$ cat src/design/rename_pkg.sv
package rename_pkg;

    // ====================
    // Sizes
    // ====================
    localparam int arch_regs = 32;
    localparam int phys_regs = 64;
    localparam int rob_depth = 16;
    localparam int xlen      = 32;

    // ====================
    // Register-number types
    // ====================
    typedef logic [4:0]      arch_reg_t;
    typedef logic [5:0]      phys_reg_t;
    typedef logic [3:0]      rob_id_t;
    typedef logic [xlen-1:0] pc_t;

    // Control states of the recovery FSM
    typedef enum logic {
        st_run     = 1'b0,
        st_recover = 1'b1
    } rec_state_t;

endpackage

$ cat src/design/alias_table.sv
`timescale 1ns/10ps

module alias_table (
    input  logic                  clk,
    input  logic                  rst_n,
    input  rename_pkg::arch_reg_t lookup_rs1,
    input  rename_pkg::arch_reg_t lookup_rs2,
    output rename_pkg::phys_reg_t map_rs1,
    output rename_pkg::phys_reg_t map_rs2,
    input  logic                  rat_write,
    input  rename_pkg::arch_reg_t write_rd,
    input  rename_pkg::phys_reg_t write_phys,
    input  logic                  commit_valid,
    input  rename_pkg::arch_reg_t commit_rd,
    input  rename_pkg::phys_reg_t commit_phys,
    output logic                  release_valid,
    output rename_pkg::phys_reg_t release_phys,
    input  logic                  walk_en,
    input  rename_pkg::arch_reg_t walk_index,
    output rename_pkg::phys_reg_t walk_phys
);
    import rename_pkg::*;

    phys_reg_t spec_map [arch_regs];
    phys_reg_t arch_map [arch_regs];

    logic commit_real;

    // x0 commits leave both tables and the free list alone
    assign commit_real = commit_valid && (commit_rd != '0);

    // ====================
    // Table updates
    // ====================
    always_ff @(posedge clk or negedge rst_n) begin
        if (!rst_n) begin
            for (int i = 0; i < arch_regs; i++) begin
                spec_map[i] <= phys_reg_t'(i);
                arch_map[i] <= phys_reg_t'(i);
            end
        end else begin
            // Speculative side: rename write or one recovery step
            if (walk_en) begin
                spec_map[walk_index] <= arch_map[walk_index];
            end else if (rat_write) begin
                spec_map[write_rd] <= write_phys;
            end

            if (commit_real) begin
                arch_map[commit_rd] <= commit_phys;
            end
        end
    end

    // ====================
    // Read ports
    // ====================
    assign map_rs1 = spec_map[lookup_rs1];
    assign map_rs2 = spec_map[lookup_rs2];

    // Old architectural mapping goes back to the free list
    assign release_valid = commit_real;
    assign release_phys  = arch_map[commit_rd];

    assign walk_phys = arch_map[walk_index];

endmodule

$ cat src/design/free_list.sv
`timescale 1ns/10ps

module free_list (
    input  logic                  clk,
    input  logic                  rst_n,
    input  logic                  flush,
    input  logic                  alloc,
    output rename_pkg::phys_reg_t free_phys,
    output logic                  any_free,
    input  logic                  release_valid,
    input  rename_pkg::phys_reg_t release_phys,
    input  logic                  walk_en,
    input  rename_pkg::phys_reg_t walk_phys
);
    import rename_pkg::*;

    logic [phys_regs-1:0] busy;

    always_ff @(posedge clk or negedge rst_n) begin
        if (!rst_n) begin
            // Identity mapping holds the lower half
            busy <= {{(phys_regs - arch_regs){1'b0}}, {arch_regs{1'b1}}};
        end else if (flush) begin
            busy <= '0;
        end else begin
            if (alloc) begin
                busy[free_phys] <= 1'b1;
            end
            if (release_valid) begin
                busy[release_phys] <= 1'b0;
            end
            // Rebuild from the architectural table
            if (walk_en) begin
                busy[walk_phys] <= 1'b1;
            end
        end
    end

    // Lowest free register wins
    always_comb begin
        free_phys = '0;
        for (int i = phys_regs - 1; i >= 0; i--) begin
            if (!busy[i]) free_phys = phys_reg_t'(i);
        end
    end

    assign any_free = ~&busy;

endmodule

$ cat src/design/recovery_ctrl.sv
`timescale 1ns/10ps

module recovery_ctrl (
    input  logic clk,
    input  logic rst_n,
    input  logic flush,
    input  logic last_index,
    output logic walk_en,
    output logic renaming
);
    import rename_pkg::*;

    rec_state_t state;

    always_ff @(posedge clk or negedge rst_n) begin
        if (!rst_n) begin
            state <= st_run;
        end else begin
            case (state)
                st_run:     if (flush) state <= st_recover;
                st_recover: if (last_index) state <= st_run;
                default:    state <= st_run;
            endcase
        end
    end

    // A second flush mid-walk restarts the walk from index 0
    assign walk_en  = (state == st_recover) && !flush;
    assign renaming = (state == st_run) && !flush;

endmodule

$ cat src/design/rename_stage.sv
`timescale 1ns/10ps

module rename_stage (
    input  logic                  clk,
    input  logic                  rst_n,
    input  logic                  flush,
    input  logic                  in_valid,
    input  rename_pkg::pc_t       in_pc,
    input  rename_pkg::arch_reg_t in_rs1,
    input  rename_pkg::arch_reg_t in_rs2,
    input  rename_pkg::arch_reg_t in_rd,
    output logic                  in_ready,
    output logic                  out_valid,
    input  logic                  out_ready,
    output rename_pkg::pc_t       out_pc,
    output rename_pkg::phys_reg_t out_phys_rs1,
    output rename_pkg::phys_reg_t out_phys_rs2,
    output rename_pkg::phys_reg_t out_phys_rd,
    output rename_pkg::rob_id_t   out_rob_id,
    input  logic                  renaming,
    input  rename_pkg::phys_reg_t map_rs1,
    input  rename_pkg::phys_reg_t map_rs2,
    input  rename_pkg::phys_reg_t free_phys,
    input  logic                  any_free,
    input  rename_pkg::rob_id_t   next_id,
    input  logic                  id_free,
    output rename_pkg::arch_reg_t lookup_rs1,
    output rename_pkg::arch_reg_t lookup_rs2,
    output logic                  alloc,
    output logic                  rat_write,
    output rename_pkg::arch_reg_t write_rd,
    output rename_pkg::phys_reg_t write_phys
);
    import rename_pkg::*;

    logic started;
    logic need_rd;
    logic slot_open;
    logic transfer;

    // ====================
    // Handshake and resources
    // ====================
    assign need_rd   = (in_rd != '0);
    assign slot_open = !out_valid || out_ready;
    assign in_ready  = started && renaming && slot_open && id_free && (!need_rd || any_free);
    assign transfer  = in_valid && in_ready;

    assign lookup_rs1 = in_rs1;
    assign lookup_rs2 = in_rs2;
    assign alloc      = transfer;
    assign rat_write  = transfer && need_rd;
    assign write_rd   = in_rd;
    assign write_phys = free_phys;

    // Holds off acceptance until the first cycle out of reset
    always_ff @(posedge clk or negedge rst_n) begin
        if (!rst_n) started <= 1'b0;
        else        started <= 1'b1;
    end

    // ====================
    // Output slot
    // ====================
    always_ff @(posedge clk or negedge rst_n) begin
        if (!rst_n) begin
            out_valid <= 1'b0;
        end else if (flush) begin
            out_valid <= 1'b0;
        end else if (transfer) begin
            out_valid <= 1'b1;
        end else if (out_ready) begin
            out_valid <= 1'b0;
        end
    end

    always_ff @(posedge clk) begin
        if (transfer) begin
            out_pc       <= in_pc;
            out_phys_rs1 <= map_rs1;
            out_phys_rs2 <= map_rs2;
            out_phys_rd  <= need_rd ? free_phys : '0;
            out_rob_id   <= next_id;
        end
    end

endmodule

$ cat src/design/rename_top.sv
`timescale 1ns/10ps

module rename_top (
    input  logic                  clk,
    input  logic                  rst_n,
    input  logic                  in_valid,
    input  rename_pkg::pc_t       in_pc,
    input  rename_pkg::arch_reg_t in_rs1,
    input  rename_pkg::arch_reg_t in_rs2,
    input  rename_pkg::arch_reg_t in_rd,
    output logic                  in_ready,
    output logic                  out_valid,
    input  logic                  out_ready,
    output rename_pkg::pc_t       out_pc,
    output rename_pkg::phys_reg_t out_phys_rs1,
    output rename_pkg::phys_reg_t out_phys_rs2,
    output rename_pkg::phys_reg_t out_phys_rd,
    output rename_pkg::rob_id_t   out_rob_id,
    input  logic                  commit_valid,
    input  rename_pkg::arch_reg_t commit_rd,
    input  rename_pkg::phys_reg_t commit_phys,
    input  logic                  flush
);
    import rename_pkg::*;

    logic      renaming;
    logic      walk_en;
    logic      last_index;
    arch_reg_t walk_index;
    phys_reg_t walk_phys;

    arch_reg_t lookup_rs1;
    arch_reg_t lookup_rs2;
    phys_reg_t map_rs1;
    phys_reg_t map_rs2;

    logic      alloc;
    logic      rat_write;
    arch_reg_t write_rd;
    phys_reg_t write_phys;

    logic      release_valid;
    phys_reg_t release_phys;
    phys_reg_t free_phys;
    logic      any_free;
    rob_id_t   next_id;
    logic      id_free;

    recovery_ctrl u_recovery_ctrl (.*);

    walk_counter u_walk_counter (.*);

    alias_table u_alias_table (.*);

    // The free list only allocates when the destination is a real register
    free_list u_free_list (
        .clk           (clk),
        .rst_n         (rst_n),
        .flush         (flush),
        .alloc         (rat_write),
        .free_phys     (free_phys),
        .any_free      (any_free),
        .release_valid (release_valid),
        .release_phys  (release_phys),
        .walk_en       (walk_en),
        .walk_phys     (walk_phys)
    );

    rob_id_alloc u_rob_id_alloc (.*);

    rename_stage u_rename_stage (.*);

endmodule

$ cat src/design/rob_id_alloc.sv
`timescale 1ns/10ps

module rob_id_alloc (
    input  logic                clk,
    input  logic                rst_n,
    input  logic                flush,
    input  logic                alloc,
    input  logic                commit_valid,
    output rename_pkg::rob_id_t next_id,
    output logic                id_free
);
    import rename_pkg::*;

    rob_id_t    head;
    rob_id_t    tail;
    logic [4:0] count;

    always_ff @(posedge clk or negedge rst_n) begin
        if (!rst_n) begin
            head  <= '0;
            tail  <= '0;
            count <= '0;
        end else begin
            // Commits always retire the oldest id
            if (commit_valid) head <= head + rob_id_t'(1);

            if (flush) begin
                // Drop everything younger than the head
                tail  <= commit_valid ? head + rob_id_t'(1) : head;
                count <= '0;
            end else begin
                if (alloc) tail <= tail + rob_id_t'(1);
                if (alloc && !commit_valid) count <= count + 5'd1;
                else if (commit_valid && !alloc) count <= count - 5'd1;
            end
        end
    end

    assign next_id = tail;
    assign id_free = (count != 5'(rob_depth));

endmodule

$ cat src/design/walk_counter.sv
`timescale 1ns/10ps

module walk_counter (
    input  logic                  clk,
    input  logic                  rst_n,
    input  logic                  walk_en,
    output rename_pkg::arch_reg_t walk_index,
    output logic                  last_index
);
    import rename_pkg::*;

    always_ff @(posedge clk or negedge rst_n) begin
        if (!rst_n) begin
            walk_index <= '0;
        end else if (walk_en) begin
            walk_index <= walk_index + arch_reg_t'(1);
        end else begin
            walk_index <= '0;
        end
    end

    assign last_index = walk_en && (walk_index == arch_reg_t'(arch_regs - 1));

endmodule

$ cat config.mk
export PLATFORM = sky130hd
export DESIGN_NAME = rename_top
export DESIGN_NICKNAME = d
export VERILOG_FILES = /design/src/design/rename_pkg.sv /design/src/design/alias_table.sv /design/src/design/free_list.sv /design/src/design/recovery_ctrl.sv /design/src/design/rename_stage.sv /design/src/design/rename_top.sv /design/src/design/rob_id_alloc.sv /design/src/design/walk_counter.sv
export SDC_FILE = /design/constraint.sdc
export NUM_CORES = 1
export LEC_CHECK = 0
export BUFFER_PORTS_ARGS = -buffer_cell sky130_fd_sc_hd__buf_2
export CAP_MARGIN = 20
export CORE_MARGIN = 2
export CORE_UTILIZATION = 55
export CTS_BUF_LIST = sky130_fd_sc_hd__clkbuf_4 sky130_fd_sc_hd__clkbuf_8 sky130_fd_sc_hd__clkbuf_16
export DETAILED_ROUTE_END_ITERATION = 16
export GPL_TIMING_DRIVEN = 0
export PLACE_DENSITY = 0.72
export SLEW_MARGIN = 25
export SYNTH_ARGS = -nofsm -noshare
export SYNTH_HDL_FRONTEND = slang
export SYNTH_SLANG_ARGS = --single-unit
$ cat constraint.sdc
create_clock -name clk -period 4.2 [get_ports clk]
set_clock_uncertainty 0.05 [all_clocks]
set_input_delay 1.05 -clock clk [delete_from_list [all_inputs] [get_ports clk]]
set_output_delay 1.05 -clock clk [all_outputs]
set_load 0.05 [all_outputs]
==> results.py <==
metrics = {
    "status": {
        "status": "finished, violations left",
        "violations": "negative setup slack",
    },
    "timing": {
        "hold_violations": 0,
        "tightestPinTransition_ns": 1.14,
        "setup_ws_ns": -0.00670,
        "post-route-period-util": 1.00,
        "tns_ns": -0.00670,
        "fin_hold_ws_ns": 0.302,
        "rsz0062_at_grt": "true",
        "slew_violations": 0,
        "setup_viol_count_final": 1,
        "slew_headroom": 0.239,
        "fin_crit_ns": 4.21,
        "fmax_ghz": 0.238,
    },
    "detailed_routing": {
        "routedWlPerCell_um": 31.5,
        "via_per_inst": 7.23,
        "drt_iter0_drc": 3177,
        "num_vias": 26000,
        "drtAntennaViolNets": 0,
        "drt-total-wl_um": 113000,
        "firstDrtPassIters": 6,
        "drc": 0,
    },
    "clock_network": {
        "clk_pin_slew_ns": 0.06,
        "cts_root_buffer": "clkbuf_16",
        "cts_tree": "yes",
        "htree_levels": 2,
        "cts_buffer_depth": 3,
        "clk_latency_ns": 0.64,
        "cts.sinks": 523,
        "cts_inserted_buffers": 57,
    },
    "die": {
        "fp-row-count": 85,
        "io_pins": 120,
        "initial_utilization": 0.555,
        "fp.dieH_um": 237,
        "dieWidth_um": 237,
        "dieArea_mm2": 0.0560,
        "core_mm2": 0.0536,
    },
    "placed_design": {
        "numPortBuffers": 110,
        "placed_area_mm2": 0.0313,
        "dp_hpwl_um": 82800,
        "place.gp.congestion": 1.02,
    },
    "cells_and_area": {
        "layout_commonest_cell": "dfrtp_1",
        "fillers": 4378,
        "drive_gt1_frac": 0.308,
        "multiInputGateArea_mm2": 0.0153,
        "area_delta_synth_final_pct": 12.9,
        "utilization": 0.626,
        "fin_nets": 2926,
        "fin_area_mm2": 0.0336,
        "layout_common_cells": "277 x dfrtp_1, 265 x nand2_1, 233 x mux2_2",
        "regArea_mm2": 0.0136,
    },
    "synthesis": {
        "ys_ff_latch": 523,
        "ys_types": 86,
        "syn_area_mm2": 0.0297,
        "synth-edff-count": 54,
        "synth_fp_nets": 2744,
        "avgSynthCellArea_um2": 11.1,
        "syn_inst": 2669,
        "synthFlopType": "dfrtp_1",
        "seq_area_frac_synth": 0.457,
        "synthArstFlopShare": 0.897,
        "ys_warn_count": 0,
    },
    "grt": {
        "grt_max_degree": 95,
        "grt_pass1_wl_um": 164000,
        "grt_pass1_vias": 25100,
        "grtUsageTotal": 0.398,
        "grt-ovfl-total": 0,
        "antenna_found_initial": 4,
    },
    "power_and_ir_drop": {
        "pwr_density_cell_mw_per_mm2": 424,
        "static-leakage-power_uw": 0.0127,
        "total_power_uw": 14200,
        "vdd_drop_max_mv": 0.430,
    },
    "setup_path": {
        "critical_path_arrival_ns": 4.67,
        "critical_path_required_ns": 4.66,
        "crit_path_start_kind": "input port",
        "critical_path_class": "in2reg",
        "end_kind": "register",
        "cp_max_fo": 10,
    },
    "worst_hold_path": {
        "hp-class": "in2async",
    },
    "job": {
        "max-cap-violations": 0,
    },
}
layer usage:
metal	wire (um)	vias to the layer above	share of wire	GRT usage
met2	50100	1889	0.44	0.601
met3	12900	430	0.11	0.0941
li1	-	10600	-	-
met1	43200	13100	0.38	0.534
met5	23	-	0.00020	0
met4	7020	4	0.062	0.215
cell type report:
type / instances / area share
Tap cell: 696 / 0.0259
Inverter: 23 / 0.00257
Antenna cell: 2 / 0.000149
Multi-Input combinational cell: 1924 / 0.455
Clock inverter: 26 / 0.0105
Clock buffer: 81 / 0.0504
Buffer: 199 / 0.0279
Timing Repair Buffer: 123 / 0.0229
Sequential cell: 523 / 0.405
cell usage after synthesis (21+ instances only):
master | instances | area (um^2)
a21oi_1 | 32 | 160
a22oi_1 | 208 | 1560
buf_2 | 37 | 185
clkbuf_1 | 125 | 469
dfrtp_1 | 277 | 6930
dfstp_2 | 192 | 5040
edfxtp_1 | 54 | 1620
inv_1 | 22 | 82.6
mux2_2 | 233 | 2620
mux2i_1 | 160 | 1600
mux4_2 | 120 | 2700
nand2_1 | 265 | 995
nand3_1 | 43 | 215
nand4_1 | 39 | 244
nor2_1 | 145 | 544
nor2b_1 | 22 | 138
nor4_1 | 21 | 131
o21ai_0 | 221 | 1110
o21ai_1 | 24 | 120
o22ai_1 | 158 | 988
worst max-delay path: stages:
cell and delay, ns:
buf_2 0.22, buf_6 0.22, buf_4 0.28, buf_6 0.24
mux2i_1 0.39, o22ai_1 0.19, nor4_1 0.73, nand2_1 0.37
nor2_1 0.31, nand3_1 0.29, o22ai_1 0.26, a21oi_1 0.09
cells by family (layout without fill, tap and decap cells):
logic type               after synthesis  after routing  synth area share
AND/OR/NAND/NOR                      669            669             0.114
AO/OA/AOI/OAI                        714            714             0.152
adder cells (fa/ha/maj)               11             11           0.00488
flip-flops                           523            523             0.457
XOR/XNOR                               9              9           0.00265
other                                  1              3          0.000126
buffers and inverters                222            452            0.0332
multiplexers                         520            520             0.236
registers in the layout, indices dropped and copies added (netlist names):
signal                       count
u_rename_stage.out_phys_rd       6
u_rename_stage.out_phys_rs2      6
u_alias_table.spec_map         192
u_rename_stage.out_valid         1
u_rename_stage.out_phys_rs1      6
u_rob_id_alloc.head              4
u_walk_counter.walk_index        5
u_rob_id_alloc.next_id           4
u_rename_stage.started           1
u_recovery_ctrl.state            1
u_rob_id_alloc.count             5
u_alias_table.arch_map         192
u_free_list.busy                64
u_rename_stage.out_rob_id        4
u_rename_stage.out_pc           32
path summary, 6_finish.rpt:
check | startpoint | to | slack [ns] | depth (start not counted)
min in group clk | u_rob_id_alloc.head[3]$_DFF_PN0_ | u_rob_id_alloc.head[3]$_DFF_PN0_ | 0.42 | 1
hold reg to reg | u_rob_id_alloc.head[3]$_DFF_PN0_ | u_rob_id_alloc.head[3]$_DFF_PN0_ | 0.42 | 1
setup / recovery | commit_rd[0] | u_free_list.busy[1]$_DFF_PN1_ | -0.007 | 12
setup reg to reg | u_walk_counter.walk_index[0]$_DFF_PN0_ | u_free_list.busy[27]$_DFF_PN1_ | 0.05 | 10
hold / removal | rst_n | u_rob_id_alloc.count[0]$_DFFE_PN0P_ | 0.30 | 1
max in group asynchronous | rst_n | u_alias_table.spec_map[164]$_DFFE_PN1P_ | 2.12 | 4
power breakdown:
part,switching (uW),total (uW),internal (uW)
combinational,1550,2510,970
sequential,448,6210,5760
clock,2210,5510,3290
total,4200,14200,10000
what timing repair did:
action / 4_1_cts / 5_1_grt
hold buffers: 0 / 0
cloned: 0 / 1
endpoints found under the hold margin: 0 / 0
pin swaps: 0 / 2
setup buffers: 0 / 6
resized for setup: 6 / 15
setup endpoints to repair: 3 / 12
metrics by stage:
stage                     setup slack [ns]  std cells
after floorplan                     0.0198       2669
after global placement               -7.24       3475
after detailed placement             -1.11       3480
after CTS                           0.0577       3587
after global routing               -0.0869       3596
final                             -0.00670       3597
No activity file was read; power rests on OpenSTA's default activity.
